===== src/rtl/acc_pkg.sv =====
// acc package: word and lane types, sizing defaults and controller states
package acc_pkg;

  localparam int WORD_BITS = 32;
  localparam int LANE_BITS = 8;
  localparam int LANES     = WORD_BITS / LANE_BITS;

  localparam int ADDR_WIDTH_DEF = 32;
  localparam int CNT_WIDTH_DEF  = 8;

  typedef logic [WORD_BITS-1:0]        word_t;
  typedef logic signed [LANE_BITS-1:0] lane_t;

  typedef enum logic [2:0] {
    ST_IDLE,
    ST_FETCH,
    ST_MAC,
    ST_WRITE,
    ST_DONE
  } acc_state_e;

  // memory keeps words little-endian, swap byte order
  function automatic word_t byte_rev(input word_t w);
    word_t r;
    for (int b = 0; b < LANES; b++) begin
      r[b*LANE_BITS +: LANE_BITS] = w[(LANES-1-b)*LANE_BITS +: LANE_BITS];
    end
    return r;
  endfunction

endpackage

===== src/rtl/acc_top.sv =====
// acc top: convolution kernel core joining controller, counters, fetch, MAC and writer
`timescale 1ns/100ps

module acc_top #(
  parameter int ADDR_WIDTH = acc_pkg::ADDR_WIDTH_DEF,
  parameter int CNT_WIDTH  = acc_pkg::CNT_WIDTH_DEF
) (
  input  logic                  ap_clk,
  input  logic                  ap_rst_n,
  input  logic                  ap_start,
  output logic                  ap_idle,
  output logic                  ap_ready,
  output logic                  ap_done,
  input  logic [ADDR_WIDTH-1:0] ifm_addr_base,
  input  logic [ADDR_WIDTH-1:0] wgt_addr_base,
  input  logic [ADDR_WIDTH-1:0] ofm_addr_base,
  input  logic [CNT_WIDTH-1:0]  cfg_ci,
  input  logic [CNT_WIDTH-1:0]  cfg_co,
  output logic                  ifm_rd_req,
  output logic [ADDR_WIDTH-1:0] ifm_rd_addr,
  input  logic                  ifm_rd_valid,
  input  acc_pkg::word_t        ifm_rd_data,
  output logic                  wgt_rd_req,
  output logic [ADDR_WIDTH-1:0] wgt_rd_addr,
  input  logic                  wgt_rd_valid,
  input  acc_pkg::word_t        wgt_rd_data,
  output logic                  ofm_wr_req,
  output logic [ADDR_WIDTH-1:0] ofm_wr_addr,
  output acc_pkg::word_t        ofm_wr_data,
  input  logic                  ofm_wr_ack
);

  import acc_pkg::*;

  logic                   fetch_start;
  logic                   fetch_done;
  logic                   mac_en;
  logic                   mac_clear;
  logic                   write_start;
  logic                   write_done;
  logic                   cnt_clear;
  logic                   step;
  logic                   ci_last;
  logic                   co_last;
  logic [CNT_WIDTH-1:0]   ci_idx;
  logic [CNT_WIDTH-1:0]   co_idx;
  logic [2*CNT_WIDTH-1:0] wgt_idx;
  word_t                  ifm_word;
  word_t                  wgt_word;
  word_t                  acc_value;

  acc_ctrl_fsm u_ctrl (
    .ap_clk      (ap_clk),
    .ap_rst_n    (ap_rst_n),
    .ap_start    (ap_start),
    .fetch_done  (fetch_done),
    .write_done  (write_done),
    .ci_last     (ci_last),
    .co_last     (co_last),
    .ap_idle     (ap_idle),
    .ap_ready    (ap_ready),
    .ap_done     (ap_done),
    .fetch_start (fetch_start),
    .mac_en      (mac_en),
    .mac_clear   (mac_clear),
    .write_start (write_start),
    .cnt_clear   (cnt_clear),
    .step        (step)
  );

  acc_loop_counter #(
    .CNT_WIDTH (CNT_WIDTH)
  ) u_cnt (
    .ap_clk    (ap_clk),
    .ap_rst_n  (ap_rst_n),
    .cnt_clear (cnt_clear),
    .step      (step),
    .cfg_ci    (cfg_ci),
    .cfg_co    (cfg_co),
    .ci_idx    (ci_idx),
    .co_idx    (co_idx),
    .wgt_idx   (wgt_idx),
    .ci_last   (ci_last),
    .co_last   (co_last)
  );

  // configuration is taken on the acceptance edge
  acc_fetch_unit #(
    .ADDR_WIDTH (ADDR_WIDTH),
    .CNT_WIDTH  (CNT_WIDTH)
  ) u_fetch (
    .ap_clk        (ap_clk),
    .ap_rst_n      (ap_rst_n),
    .cfg_load      (ap_ready),
    .ifm_addr_base (ifm_addr_base),
    .wgt_addr_base (wgt_addr_base),
    .fetch_start   (fetch_start),
    .ci_idx        (ci_idx),
    .wgt_idx       (wgt_idx),
    .ifm_rd_req    (ifm_rd_req),
    .ifm_rd_addr   (ifm_rd_addr),
    .ifm_rd_valid  (ifm_rd_valid),
    .ifm_rd_data   (ifm_rd_data),
    .wgt_rd_req    (wgt_rd_req),
    .wgt_rd_addr   (wgt_rd_addr),
    .wgt_rd_valid  (wgt_rd_valid),
    .wgt_rd_data   (wgt_rd_data),
    .fetch_done    (fetch_done),
    .ifm_word      (ifm_word),
    .wgt_word      (wgt_word)
  );

  acc_mac_unit u_mac (
    .ap_clk    (ap_clk),
    .ap_rst_n  (ap_rst_n),
    .mac_en    (mac_en),
    .mac_clear (mac_clear),
    .ifm_word  (ifm_word),
    .wgt_word  (wgt_word),
    .acc_value (acc_value)
  );

  acc_ofm_writer #(
    .ADDR_WIDTH (ADDR_WIDTH),
    .CNT_WIDTH  (CNT_WIDTH)
  ) u_wr (
    .ap_clk        (ap_clk),
    .ap_rst_n      (ap_rst_n),
    .cfg_load      (ap_ready),
    .ofm_addr_base (ofm_addr_base),
    .write_start   (write_start),
    .co_idx        (co_idx),
    .acc_value     (acc_value),
    .ofm_wr_ack    (ofm_wr_ack),
    .ofm_wr_req    (ofm_wr_req),
    .ofm_wr_addr   (ofm_wr_addr),
    .ofm_wr_data   (ofm_wr_data),
    .write_done    (write_done)
  );

endmodule


===== src/rtl/acc_ofm_writer.sv =====
// acc ofm writer: byte-reverses a channel result and writes it with a single-word strobe
`timescale 1ns/100ps

module acc_ofm_writer #(
  parameter int ADDR_WIDTH = acc_pkg::ADDR_WIDTH_DEF,
  parameter int CNT_WIDTH  = acc_pkg::CNT_WIDTH_DEF
) (
  input  logic                  ap_clk,
  input  logic                  ap_rst_n,
  input  logic                  cfg_load,
  input  logic [ADDR_WIDTH-1:0] ofm_addr_base,
  input  logic                  write_start,
  input  logic [CNT_WIDTH-1:0]  co_idx,
  input  acc_pkg::word_t        acc_value,
  input  logic                  ofm_wr_ack,
  output logic                  ofm_wr_req,
  output logic [ADDR_WIDTH-1:0] ofm_wr_addr,
  output acc_pkg::word_t        ofm_wr_data,
  output logic                  write_done
);

  import acc_pkg::*;

  logic [ADDR_WIDTH-1:0] ofm_base_q;
  logic                  pending_q;

  always_ff @(posedge ap_clk) begin
    if (cfg_load) begin
      ofm_base_q <= ofm_addr_base;
    end
    if (write_start) begin
      ofm_wr_addr <= ofm_base_q + (ADDR_WIDTH'(co_idx) << 2);
      ofm_wr_data <= byte_rev(acc_value);
    end
  end

  always_ff @(posedge ap_clk or negedge ap_rst_n) begin
    if (!ap_rst_n) begin
      ofm_wr_req <= 1'b0;
      pending_q  <= 1'b0;
      write_done <= 1'b0;
    end else begin
      ofm_wr_req <= write_start;
      write_done <= pending_q && ofm_wr_ack;
      // wait here as long as memory withholds the ack
      if (write_start) begin
        pending_q <= 1'b1;
      end else if (ofm_wr_ack) begin
        pending_q <= 1'b0;
      end
    end
  end

endmodule


===== src/rtl/acc_mac_unit.sv =====
// acc MAC unit: four-lane signed 8-bit dot product into a wrapping 32-bit accumulator
`timescale 1ns/100ps

module acc_mac_unit (
  input  logic           ap_clk,
  input  logic           ap_rst_n,
  input  logic           mac_en,
  input  logic           mac_clear,
  input  acc_pkg::word_t ifm_word,
  input  acc_pkg::word_t wgt_word,
  output acc_pkg::word_t acc_value
);

  import acc_pkg::*;

  logic signed [2*LANE_BITS-1:0] prod [LANES];
  logic signed [WORD_BITS-1:0]   dot_sum;

  // lane 0 sits in the low byte
  always_comb begin
    for (int i = 0; i < LANES; i++) begin
      prod[i] = lane_t'(ifm_word[i*LANE_BITS +: LANE_BITS]) *
                lane_t'(wgt_word[i*LANE_BITS +: LANE_BITS]);
    end
  end

  always_comb begin
    dot_sum = '0;
    for (int i = 0; i < LANES; i++) begin
      dot_sum = dot_sum + prod[i];
    end
  end

  always_ff @(posedge ap_clk or negedge ap_rst_n) begin
    if (!ap_rst_n) begin
      acc_value <= '0;
    end else if (mac_en) begin
      if (mac_clear) begin
        acc_value <= word_t'(dot_sum);
      end else begin
        acc_value <= acc_value + word_t'(dot_sum);
      end
    end
  end

endmodule


===== src/rtl/acc_fetch_unit.sv =====
// acc fetch unit: issues paired ifm and wgt word reads and captures byte-reversed data
`timescale 1ns/100ps

module acc_fetch_unit #(
  parameter int ADDR_WIDTH = acc_pkg::ADDR_WIDTH_DEF,
  parameter int CNT_WIDTH  = acc_pkg::CNT_WIDTH_DEF
) (
  input  logic                   ap_clk,
  input  logic                   ap_rst_n,
  input  logic                   cfg_load,
  input  logic [ADDR_WIDTH-1:0]  ifm_addr_base,
  input  logic [ADDR_WIDTH-1:0]  wgt_addr_base,
  input  logic                   fetch_start,
  input  logic [CNT_WIDTH-1:0]   ci_idx,
  input  logic [2*CNT_WIDTH-1:0] wgt_idx,
  output logic                   ifm_rd_req,
  output logic [ADDR_WIDTH-1:0]  ifm_rd_addr,
  input  logic                   ifm_rd_valid,
  input  acc_pkg::word_t         ifm_rd_data,
  output logic                   wgt_rd_req,
  output logic [ADDR_WIDTH-1:0]  wgt_rd_addr,
  input  logic                   wgt_rd_valid,
  input  acc_pkg::word_t         wgt_rd_data,
  output logic                   fetch_done,
  output acc_pkg::word_t         ifm_word,
  output acc_pkg::word_t         wgt_word
);

  import acc_pkg::*;

  logic [ADDR_WIDTH-1:0] ifm_base_q;
  logic [ADDR_WIDTH-1:0] wgt_base_q;
  logic                  busy_q;
  logic                  ifm_got_q;
  logic                  wgt_got_q;
  logic                  ifm_have;
  logic                  wgt_have;

  always_ff @(posedge ap_clk) begin
    if (cfg_load) begin
      ifm_base_q <= ifm_addr_base;
      wgt_base_q <= wgt_addr_base;
    end
  end

  // both reads go out together, word addresses are byte offsets of 4
  assign ifm_rd_req  = fetch_start;
  assign wgt_rd_req  = fetch_start;
  assign ifm_rd_addr = ifm_base_q + (ADDR_WIDTH'(ci_idx) << 2);
  assign wgt_rd_addr = wgt_base_q + (ADDR_WIDTH'(wgt_idx) << 2);

  assign ifm_have = ifm_got_q || ifm_rd_valid;
  assign wgt_have = wgt_got_q || wgt_rd_valid;

  always_ff @(posedge ap_clk) begin
    if (ifm_rd_valid) ifm_word <= byte_rev(ifm_rd_data);
    if (wgt_rd_valid) wgt_word <= byte_rev(wgt_rd_data);
  end

  always_ff @(posedge ap_clk or negedge ap_rst_n) begin
    if (!ap_rst_n) begin
      busy_q     <= 1'b0;
      ifm_got_q  <= 1'b0;
      wgt_got_q  <= 1'b0;
      fetch_done <= 1'b0;
    end else begin
      fetch_done <= 1'b0;
      if (fetch_start) begin
        busy_q    <= 1'b1;
        ifm_got_q <= 1'b0;
        wgt_got_q <= 1'b0;
      end else if (busy_q) begin
        ifm_got_q <= ifm_have;
        wgt_got_q <= wgt_have;
        // done the cycle after whichever word lands last
        if (ifm_have && wgt_have) begin
          busy_q     <= 1'b0;
          fetch_done <= 1'b1;
        end
      end
    end
  end

endmodule


===== src/rtl/acc_ctrl_fsm.sv =====
// acc controller: block-level FSM sequencing fetch, accumulate and write per channel
`timescale 1ns/100ps

module acc_ctrl_fsm (
  input  logic ap_clk,
  input  logic ap_rst_n,
  input  logic ap_start,
  input  logic fetch_done,
  input  logic write_done,
  input  logic ci_last,
  input  logic co_last,
  output logic ap_idle,
  output logic ap_ready,
  output logic ap_done,
  output logic fetch_start,
  output logic mac_en,
  output logic mac_clear,
  output logic write_start,
  output logic cnt_clear,
  output logic step
);

  import acc_pkg::*;

  acc_state_e state_q;
  acc_state_e state_d;
  logic       first_q;

  // done cycle already counts as idle so a new run may start there
  assign ap_idle   = (state_q == ST_IDLE) || (state_q == ST_DONE);
  assign ap_ready  = ap_idle && ap_start;
  assign ap_done   = (state_q == ST_DONE);
  assign cnt_clear = ap_ready;
  assign mac_en    = (state_q == ST_MAC);
  assign mac_clear = first_q;

  // last word of a channel steps after the write, keeping co_idx for the address
  assign step = (mac_en && !ci_last) || ((state_q == ST_WRITE) && write_done);

  always_comb begin
    state_d = state_q;
    case (state_q)
      ST_IDLE, ST_DONE: begin
        state_d = ap_start ? ST_FETCH : ST_IDLE;
      end
      ST_FETCH: begin
        if (fetch_done) state_d = ST_MAC;
      end
      ST_MAC: begin
        state_d = ci_last ? ST_WRITE : ST_FETCH;
      end
      ST_WRITE: begin
        if (write_done) state_d = co_last ? ST_DONE : ST_FETCH;
      end
      default: state_d = ST_IDLE;
    endcase
  end

  always_ff @(posedge ap_clk or negedge ap_rst_n) begin
    if (!ap_rst_n) begin
      state_q     <= ST_IDLE;
      fetch_start <= 1'b0;
      write_start <= 1'b0;
      first_q     <= 1'b0;
    end else begin
      state_q     <= state_d;
      fetch_start <= (state_d == ST_FETCH) && (state_q != ST_FETCH);
      write_start <= (state_d == ST_WRITE) && (state_q != ST_WRITE);
      // first word of each channel loads instead of adds
      if (ap_ready || ((state_q == ST_WRITE) && write_done)) begin
        first_q <= 1'b1;
      end else if (mac_en) begin
        first_q <= 1'b0;
      end
    end
  end

endmodule


===== src/rtl/acc_loop_counter.sv =====
// acc loop counter: input and output channel indices, flat weight index and last flags
`timescale 1ns/100ps

module acc_loop_counter #(
  parameter int CNT_WIDTH = acc_pkg::CNT_WIDTH_DEF
) (
  input  logic                   ap_clk,
  input  logic                   ap_rst_n,
  input  logic                   cnt_clear,
  input  logic                   step,
  input  logic [CNT_WIDTH-1:0]   cfg_ci,
  input  logic [CNT_WIDTH-1:0]   cfg_co,
  output logic [CNT_WIDTH-1:0]   ci_idx,
  output logic [CNT_WIDTH-1:0]   co_idx,
  output logic [2*CNT_WIDTH-1:0] wgt_idx,
  output logic                   ci_last,
  output logic                   co_last
);

  logic [CNT_WIDTH-1:0] ci_cnt_q;
  logic [CNT_WIDTH-1:0] co_cnt_q;

  always_ff @(posedge ap_clk) begin
    if (cnt_clear) begin
      ci_cnt_q <= cfg_ci;
      co_cnt_q <= cfg_co;
    end
  end

  assign ci_last = (ci_idx == ci_cnt_q - 1'b1);
  assign co_last = (co_idx == co_cnt_q - 1'b1);

  always_ff @(posedge ap_clk or negedge ap_rst_n) begin
    if (!ap_rst_n) begin
      ci_idx  <= '0;
      co_idx  <= '0;
      wgt_idx <= '0;
    end else if (cnt_clear) begin
      ci_idx  <= '0;
      co_idx  <= '0;
      wgt_idx <= '0;
    end else if (step) begin
      if (ci_last) begin
        ci_idx <= '0;
        co_idx <= co_idx + 1'b1;
      end else begin
        ci_idx <= ci_idx + 1'b1;
      end
      // weights are stored co-major, so the flat index just counts words
      wgt_idx <= wgt_idx + 1'b1;
    end
  end

endmodule


===== config.mk =====
export PLATFORM = sky130hd
export DESIGN_NAME = acc_top
export DESIGN_NICKNAME = d
export VERILOG_FILES = /design/src/rtl/acc_pkg.sv /design/src/rtl/acc_top.sv /design/src/rtl/acc_ofm_writer.sv /design/src/rtl/acc_mac_unit.sv /design/src/rtl/acc_fetch_unit.sv /design/src/rtl/acc_ctrl_fsm.sv /design/src/rtl/acc_loop_counter.sv
export SDC_FILE = /design/constraint.sdc
export NUM_CORES = 1
export LEC_CHECK = 0
export BUFFER_PORTS_ARGS = -buffer_cell sky130_fd_sc_hd__buf_2
export CAP_MARGIN = 20
export CELL_PAD_IN_SITES_DETAIL_PLACEMENT = 0
export CELL_PAD_IN_SITES_GLOBAL_PLACEMENT = 1
export CORE_ASPECT_RATIO = 0.6
export CORE_MARGIN = 8
export CORE_UTILIZATION = 40
export CTS_CLUSTER_SIZE = 12
export DETAILED_ROUTE_END_ITERATION = 6
export GPL_TIMING_DRIVEN = 1
export PLACE_DENSITY = 0.69
export SLEW_MARGIN = 15
export SYNTH_ARGS = -nofsm -noshare
export SYNTH_HDL_FRONTEND = slang
export SYNTH_HIERARCHICAL = 1
export SYNTH_SLANG_ARGS = --single-unit

===== constraint.sdc =====
create_clock -name ap_clk -period 12.25 [get_ports ap_clk]
set_clock_uncertainty 0.1 [all_clocks]
set_input_delay 2.45 -clock ap_clk [delete_from_list [all_inputs] [get_ports ap_clk]]
set_output_delay 2.45 -clock ap_clk [all_outputs]
set_load 0.01 [all_outputs]

Word level (Yosys, flattened, before mapping)
Cells that the tools add are included.
- register bits after elaboration: 317
- input bits: 182
- output and inout bits: 134
- logic and storage cells: 100
- add/subtract/negate cells: 12
- $mul: 4
- equal/unequal tests: 10
- mux-type cells: 29
- reductions and logical operators: 21
- operator list (operator ; count):
    $add 32x10->32 ; 2
    $mul 8x8->16 ; 4
    $mux 8 ; 6
    $add 32x16->32 ; 1
    $add 32x18->32 ; 1
    $add 32x32->32 ; 1
    $mux 16 ; 2
    $mux 32 ; 1
    $add 17x16->18 ; 1
    $add 16x16->17 ; 1
    $add 16x1->16 const B ; 1
    $add 8x1->8 const B ; 2
    $eq 8x8->1 ; 2
    $sub 8x1->8 const B ; 2
    $mux 1 ; 15
    $pmux 3 s4 ; 1
    $reduce_bool 2->1 ; 5
    $eq 3x2->1 const B ; 3
    $mux 3 ; 3
    $logic_and 1x1->1 ; 7
    $eq 3x1->1 const B ; 2
    $logic_or 1x1->1 ; 5
    $eq 3x3->1 const B ; 1
    $logic_not 3->1 ; 1
    6 further kinds ; 6

Logic depth before layout (Yosys ltp)
Gate-level depths: netlist (run 1).
- depth in word-level cells: 7
- depth in mapped cells: 34
- gate-level depth less buffers: 34

Cells and area by module
Netlist (run 1), hierarchy kept.
- modules (own cells, without submodules) (module ; instances ; cells each ; area each (sq um)):
    acc_mac_unit ; 1 ; 1521 ; 14172.3
    acc_fetch_unit ; 1 ; 415 ; 5925.7
    acc_ofm_writer ; 1 ; 206 ; 3829.9
    acc_loop_counter ; 1 ; 261 ; 2715.1
    acc_ctrl_fsm ; 1 ; 36 ; 332.8

Least setup slack after synthesis (run 1)
OpenSTA, ideal clock, no wires.
- path type: register -> register
- from: register u_fetch.ifm_word[15]
- to: register u_mac.acc_value[31]
- setup time: 136 ps
- arrival time: 9095 ps
- data required time: 12014 ps
- path slack: 2919 ps
- cell stages (with the launch flop): 32
- buffers on the path: 0
- clock period less this slack: 9331 ps
- path through: edfxtp_1 > and2_1 > inv_1 > fa_1 > fa_1 > inv_1 > fa_1 > fa_1 > fa_1 > fa_1 > fa_1 > inv_1 > fa_1 > inv_1 > ha_1 > and2_1 > a311oi_1 > nand3b_1 > a21oi_1 > nor4_1 > a31oi_1 > nand2_1 > ha_1 > or3_1 > or3_1 > a2111oi_0 > o31ai_1 > o221ai_1 > o22ai_1 > mux2i_1 > o2111ai_1 > o211ai_1
- word-level cells in the longest chain between the ends: 6
- ends and longest elaborated chain (element ; line ; text):
    from (decl) ; acc_fetch_unit.sv:25 ; output acc_pkg::word_t ifm_word,
    from (signal assigned) ; acc_fetch_unit.sv:56 ; if (ifm_rd_valid) ifm_word <= byte_rev(ifm_rd_data);
    $mul 8x8->16 * ; acc_mac_unit.sv:22 ; prod[i] = lane_t'(ifm_word[i*LANE_BITS +: LANE_BITS]) *
    $add 16x16->17 * ; acc_mac_unit.sv:30 ; dot_sum = dot_sum + prod[i];
    $add 17x16->18 * ; acc_mac_unit.sv:30 ;
    $add 32x16->32 * ; acc_mac_unit.sv:30 ;
    $add 32x32->32 ; acc_mac_unit.sv:41 ; acc_value <= acc_value + word_t'(dot_sum);
    $mux 32 * ; acc_mac_unit.sv:38 ; if (mac_clear) begin
    to (signal assigned) ; acc_mac_unit.sv:39 ; acc_value <= word_t'(dot_sum);
    to (signal assigned) ; acc_mac_unit.sv:41 ;
    to (decl) ; acc_mac_unit.sv:11 ; output acc_pkg::word_t acc_value
Mark *: on every way between the ends. The rest lies on a longest branch, timed or not.
A chain may end at the register's enable or synchronous reset.

Worst setup path after layout (run 1)
- from: register u_fetch.wgt_word[8]
- to: register u_mac.acc_value[31]
- word-level cells in the longest chain between the ends: 6
- ends and longest elaborated chain (element ; line ; text):
    from (decl) ; acc_fetch_unit.sv:26 ; output acc_pkg::word_t wgt_word
    from (signal assigned) ; acc_fetch_unit.sv:57 ; if (wgt_rd_valid) wgt_word <= byte_rev(wgt_rd_data);
    $mul 8x8->16 * ; acc_mac_unit.sv:22 ;
    $add 16x16->17 * ; acc_mac_unit.sv:30 ;
    $add 17x16->18 * ; acc_mac_unit.sv:30 ;
    $add 32x16->32 * ; acc_mac_unit.sv:30 ;
    $add 32x32->32 ; acc_mac_unit.sv:41 ;
    $mux 32 * ; acc_mac_unit.sv:38 ;
Marked as above.

==> results of run 1 <==
-- cells in the mapped netlist, drive strengths merged, types with 9 or more instances --
| cell type | n | area share |
|---|---|---|
| nand4 | 28 | 0.0077 |
| a21oi | 106 | 0.020 |
| o211ai | 9 | 0.0025 |
| o21a | 20 | 0.0056 |
| nor2b | 25 | 0.0058 |
| mux2i | 9 | 0.0033 |
| nand3 | 48 | 0.0097 |
| and2 | 147 | 0.034 |
| buf | 16 | 0.0041 |
| dfrtp | 77 | 0.071 |
| a31oi | 16 | 0.0051 |
| ha | 170 | 0.079 |
| nand2 | 159 | 0.022 |
| and3 | 23 | 0.0054 |
| inv | 426 | 0.059 |
| o21bai | 10 | 0.0028 |
| a21o | 23 | 0.0064 |
| a211oi | 23 | 0.0072 |
| edfxtp | 240 | 0.27 |
| nor2 | 124 | 0.018 |
| fa | 330 | 0.24 |
| xnor2 | 106 | 0.034 |
| o21ai | 48 | 0.0089 |
| nor3 | 22 | 0.0041 |
| nand2b | 23 | 0.0054 |
| mux2 | 10 | 0.0043 |
| clkbuf | 22 | 0.0031 |
| xor2 | 64 | 0.021 |
-- cell type report --
class                      count  area [um^2]  share of cell area
tap                          900         1130              0.0367
multi-input combinational   1657        16100               0.523
antenna                        6         15.0            0.000489
clock inverter                13          111             0.00363
inverter                     427         1600              0.0522
timing repair buffer         324         1650              0.0536
sequential                   317         9140               0.298
clock buffer                  52         1000              0.0326
-- routing by layer --
layer	wire (um)	vias up
met5	57	-
met4	1020	10
met1	34100	9304
met2	28700	523
met3	4730	75
li1	-	8713
-- per-stage QoR --
step | instance area (um^2) | utilization
6_report | 30700 | 0.462
5_1_grt | 30700 | 0.462
4_1_cts | 30700 | 0.461
3_5_place_dp | 29600 | 0.445
3_3_place_gp | 29600 | 0.445
2_1_floorplan | 27000 | -
-- flip-flops by register name (all words and copies together), names as in the netlist, 3 cells and up --
signal	flops
u_cnt/ci_idx	8
u_cnt/ci_cnt_q	8
u_fetch/ifm_word	32
u_wr/ofm_base_q	32
u_fetch/wgt_word	32
u_ctrl/state_q	3
u_wr/ofm_wr_data	32
u_mac/acc_value	32
u_fetch/ifm_base_q	32
u_cnt/co_idx	8
u_cnt/wgt_idx	16
u_wr/ofm_wr_addr	32
u_cnt/co_cnt_q	8
u_fetch/wgt_base_q	32
-- logic make-up after synthesis --
family,after synthesis,synth area share
adders and majority gates,500,0.324
xor gates and xnor gates,170,0.0552
DFF,317,0.339
AOI/OAI and AO/OA,315,0.0801
muxes,19,0.00765
buffers and inverters,465,0.0666
and+or+nand+nor,653,0.128
-- worst min-delay path by stage --
stage / endpoint / slack [ps] / depth (start not counted)
2_1_floorplan: u_wr/ofm_wr_addr[0]$_DFFE_PP_ / 300 / 0
3_3_place_gp: u_wr/ofm_wr_addr[0]$_DFFE_PP_ / 300 / 0
3_5_place_dp: u_wr/ofm_wr_addr[1]$_DFFE_PP_ / 310 / 0
4_1_cts: u_wr/ofm_wr_addr[1]$_DFFE_PP_ / 330 / 0
5_1_grt: u_wr/ofm_wr_addr[1]$_DFFE_PP_ / 350 / 0
6_report: u_wr/ofm_wr_addr[1]$_DFFE_PP_ / 330 / 0
-- critical path, delay by kind of cell, from the launching register on --
family | cells | cell delay, ps
compound gates | 9 | 2350
fa+ha+maj | 10 | 4870
buf+inv | 4 | 290
flops | 1 | 510
mux | 1 | 170
simple gates | 7 | 2390
==> impl_metrics.env, run 1 <==
export IMPL_synth_flop_cell="edfxtp_1"
export IMPL_hp_start="u_wr/ofm_base_q[1]$_DFFE_PP_"
export IMPL_fillers=6255
export IMPL_violations="design-rule violations"
export IMPL_cts_buffers=36
export IMPL_syn_area_per_cell_um2=11.1
export IMPL_num_vias=18625
export IMPL_slew_headroom=0.305
export IMPL_hold_viol_final=0
export IMPL_drv_slew=0
export IMPL_insertion_delay_ps=560
export IMPL_r2r_slack_ps=1480
export IMPL_via_per_inst=5.04
export IMPL_dpl_cell_count=3625
export IMPL_rsz0062_at_grt="no"
export IMPL_gp_congestion=0.856
export IMPL_crit_top_cell="fa_1"
export IMPL_clockRootBuffer="clkbuf_16"
export IMPL_slowest_delay_ps=560
export IMPL_cp_max_fo=16
export IMPL_grt_pass1_vias=19639
export IMPL_top_usage_layer="met1"
export IMPL_syn_num_nets=3121
export IMPL_cts_buffer_depth=3
export IMPL_cts_resized=0
export IMPL_yosysWarnings=6
export IMPL_synth_cell_types=99
export IMPL_post_cts_setup_buffers=0
export IMPL_cp_startpoint="u_fetch/wgt_word[8]$_DFFE_PP_"
export IMPL_path_class="reg -> reg"
export IMPL_grt_max_degree=83
export IMPL_drt_wl_total_um=68600
export IMPL_worst_r2r_startpoint="u_fetch/wgt_word[8]$_DFFE_PP_"
export IMPL_cp_slowest_cell="fa_1"
export IMPL_clkTransAtPathRegs_ps=60
export IMPL_syn2layout_area_growth_pct=13.8
export IMPL_seq_area_frac_synth=0.339
export IMPL_final_nets=3445
export IMPL_antenna_left=0
export IMPL_cts_tree="built"
export IMPL_setup_tns_ps=0
export IMPL_synth_edf_count=240
export IMPL_gr_usage_met3=0.0369
export IMPL_regToRegEndpoint="u_mac/acc_value[31]$_DFFE_PN0P_"
export IMPL_first_iter_violations=1373
export IMPL_cp_required_ps=12620
export IMPL_start_util=0.406
export IMPL_final_common_cell="inv_1"
export IMPL_dp_hpwl_um=56300
export IMPL_drv_cap=0
export IMPL_cp_arrival_ps=11140
export IMPL_endpoint_kind="flop"
export IMPL_cp_endpoint="u_mac/acc_value[31]$_DFFE_PN0P_"
export IMPL_timing_final_crit_share=0.879
export IMPL_core_area_um2=66500
export IMPL_drive_above_1_share=0.151
export IMPL_hold_path_class="reg -> reg"
export IMPL_clock_sinks=317
export IMPL_tightest_slew_ps=1040
export IMPL_row_count=73
export IMPL_period_minus_slack_ps=10770
export IMPL_status="finished, violations left"
export IMPL_pin_count=316
export IMPL_use_met1=0.281
export IMPL_ys_ff_latch=317
export IMPL_final_cell_mix="inv_1 (425), fa_1 (330), buf_2 (314)"
export IMPL_grt_pass1_wl_um=111000
export IMPL_whs_ps=327
export IMPL_routedWlPerCell_um=18.6
export IMPL_grt_use_total=0.181
export IMPL_worst_slack_ps=1480
export IMPL_dieArea_um2=76300
export IMPL_synth_area_um2=27000
export IMPL_overflow=0
export IMPL_synthCells=2439
export IMPL_fmax_mhz=92.9
export IMPL_start_kind="flop"
export IMPL_cts_max_level=2
export IMPL_met2_usage=0.261
export IMPL_fin_cells=3696
export IMPL_r2r_cells=31
export IMPL_synthArstFlopShare=0.243
export IMPL_drc=1
export IMPL_dp_slack_ps=1540
export IMPL_cts_hold_buffers=0
export IMPL_setup_viol=0
export IMPL_antenna_found_initial=14
export IMPL_dieHeight_um=217
export IMPL_io_buffers=315
export IMPL_dr_pass1_iters=7
export IMPL_die_w_um=351
Power of run 1 is not shown: default switching activity piles up to over one toggle a cycle in this logic, so the estimate is an artifact.
==> run 2: changes to the inputs <==
- clock period: 12.25 -> 12.3 ns (I/O delays scaled with it)
==> run 2 against run 1 <==
Compared with the run above:
- the run now ends clean
- utilization up 0.22 points
- maximum frequency down 1.0%
- die area unchanged
- worst setup slack worse by 64 ps
- global-route usage up 0.19 points
- wire length up 1.2%
- sequential share of layout area down 0.14 points
- worst hold slack better by 1.5 ps
- first-iteration DRC count down 12%
- register-to-register slack worse by 60 ps
- critical path type unchanged
==> impl_metrics.env, run 2 (same netlist as run 1, synthesis figures left out) <==
export IMPL_status="completed"
export IMPL_dr_pass1_iters=5
export IMPL_period_minus_slack_ps=10880
export IMPL_insertion_delay_ps=580
export IMPL_syn2layout_area_growth_pct=14.3
export IMPL_dieArea_um2=76300
export IMPL_clkTransAtPathRegs_ps=60
export IMPL_drv_slew=0
export IMPL_final_common_cell="inv_1"
export IMPL_antenna_left=0
export IMPL_pin_count=316
export IMPL_die_w_um=351
export IMPL_cts_max_level=2
export IMPL_dpl_cell_count=3625
export IMPL_hold_viol_final=0
export IMPL_gp_congestion=0.856
export IMPL_grt_pass1_vias=19657
export IMPL_cts_resized=0
export IMPL_cts_tree="built"
export IMPL_grt_pass1_wl_um=112000
export IMPL_drv_cap=0
export IMPL_rsz0062_at_grt="no"
export IMPL_crit_top_cell="fa_1"
export IMPL_hold_path_class="reg -> reg"
export IMPL_final_nets=3446
export IMPL_slowest_delay_ps=570
export IMPL_endpoint_kind="flop"
export IMPL_grt_use_total=0.183
export IMPL_routedWlPerCell_um=18.8
export IMPL_cp_required_ps=12690
export IMPL_dp_slack_ps=1510
export IMPL_drc=0
export IMPL_timing_final_crit_share=0.885
export IMPL_dp_hpwl_um=56600
export IMPL_core_area_um2=66500
export IMPL_worst_slack_ps=1420
export IMPL_final_cell_mix="inv_1 (425), fa_1 (330), buf_2 (314)"
export IMPL_path_class="reg -> reg"
export IMPL_drive_above_1_share=0.153
export IMPL_row_count=73
export IMPL_fin_cells=3695
export IMPL_cp_slowest_cell="and2_1"
export IMPL_drt_wl_total_um=69400
export IMPL_clockRootBuffer="clkbuf_16"
export IMPL_setup_tns_ps=0
export IMPL_cp_top_family="adder cells"
export IMPL_grt_max_degree=83
export IMPL_slew_headroom=0.347
export IMPL_num_vias=18653
export IMPL_cp_arrival_ps=11270
export IMPL_antenna_found_initial=9
export IMPL_cts_buffers=37
export IMPL_io_buffers=315
export IMPL_fmax_mhz=91.9
export IMPL_via_per_inst=5.05
export IMPL_setup_viol=0
export IMPL_post_cts_setup_buffers=0
export IMPL_dieHeight_um=217
export IMPL_start_kind="flop"
export IMPL_overflow=0
export IMPL_cp_buffers_inverters=4
export IMPL_cp_max_fo=16
export IMPL_tightest_slew_ps=974
export IMPL_cts_buffer_depth=3
export IMPL_start_util=0.406
export IMPL_first_iter_violations=1215
export IMPL_clock_sinks=317
export IMPL_whs_ps=328
export IMPL_cts_hold_buffers=0
-- run 2: worst paths after layout --
| check | start | endpoint | slack (ps) | cells after the start |
|---|---|---|---|---|
| max | u_fetch/wgt_word[8]$_DFFE_PP_ | u_mac/acc_value[31]$_DFFE_PN0P_ | 1420 | 31 |
| min | u_wr/ofm_base_q[1]$_DFFE_PP_ | u_wr/ofm_wr_addr[1]$_DFFE_PP_ | 330 | 0 |
| max reg2reg | u_fetch/wgt_word[8]$_DFFE_PP_ | u_mac/acc_value[31]$_DFFE_PN0P_ | 1420 | 31 |
| min reg2reg | u_wr/ofm_base_q[1]$_DFFE_PP_ | u_wr/ofm_wr_addr[1]$_DFFE_PP_ | 330 | 0 |
| max in group asynchronous | ap_rst_n | u_mac/acc_value[7]$_DFFE_PN0P_ | 9290 | 2 |
| min in group asynchronous | ap_rst_n | u_cnt/wgt_idx[6]$_DFFE_PN0P_ | 1660 | 1 |
-- run 2: per-stage QoR --
| stage | instance area (um^2) | util |
|---|---|---|
| after floorplan | 27000 | - |
| after global placement | 29600 | 0.445 |
| after detailed placement | 29600 | 0.445 |
| after CTS | 30800 | 0.464 |
| after global routing | 30800 | 0.464 |
| final | 30800 | 0.464 |
-- run 2: area by class of cell --
| type | count | area, um^2 |
|---|---|---|
| Antenna cell | 2 | 5.00 |
| Clock buffer | 59 | 1120 |
| Clock inverter | 9 | 150 |
| Fill cell | 6264 | 35600 |
| Inverter | 427 | 1600 |
| Multi-Input combinational cell | 1657 | 16100 |
| Sequential cell | 317 | 9140 |
| Tap cell | 900 | 1130 |
| Timing Repair Buffer | 324 | 1650 |
-- run 2: worst register-to-register path, delay by kind of cell (launching register included) --
family          cells  cell delay (ps)
simple gates        7             2400
buf+inv             4              280
flops               1              520
mux                 1              170
compound gates      9             2470
fa+ha+maj          10             4870
-- run 2: per-layer routing --
layer  vias up  share of wire  track usage
li1       8697              -            -
met1      9311           0.50        0.282
met2       552           0.42        0.265
met3        81          0.069       0.0409
met4        12          0.014       0.0318
met5         -         0.0012            0
Power of run 2 is left out for the same reason.
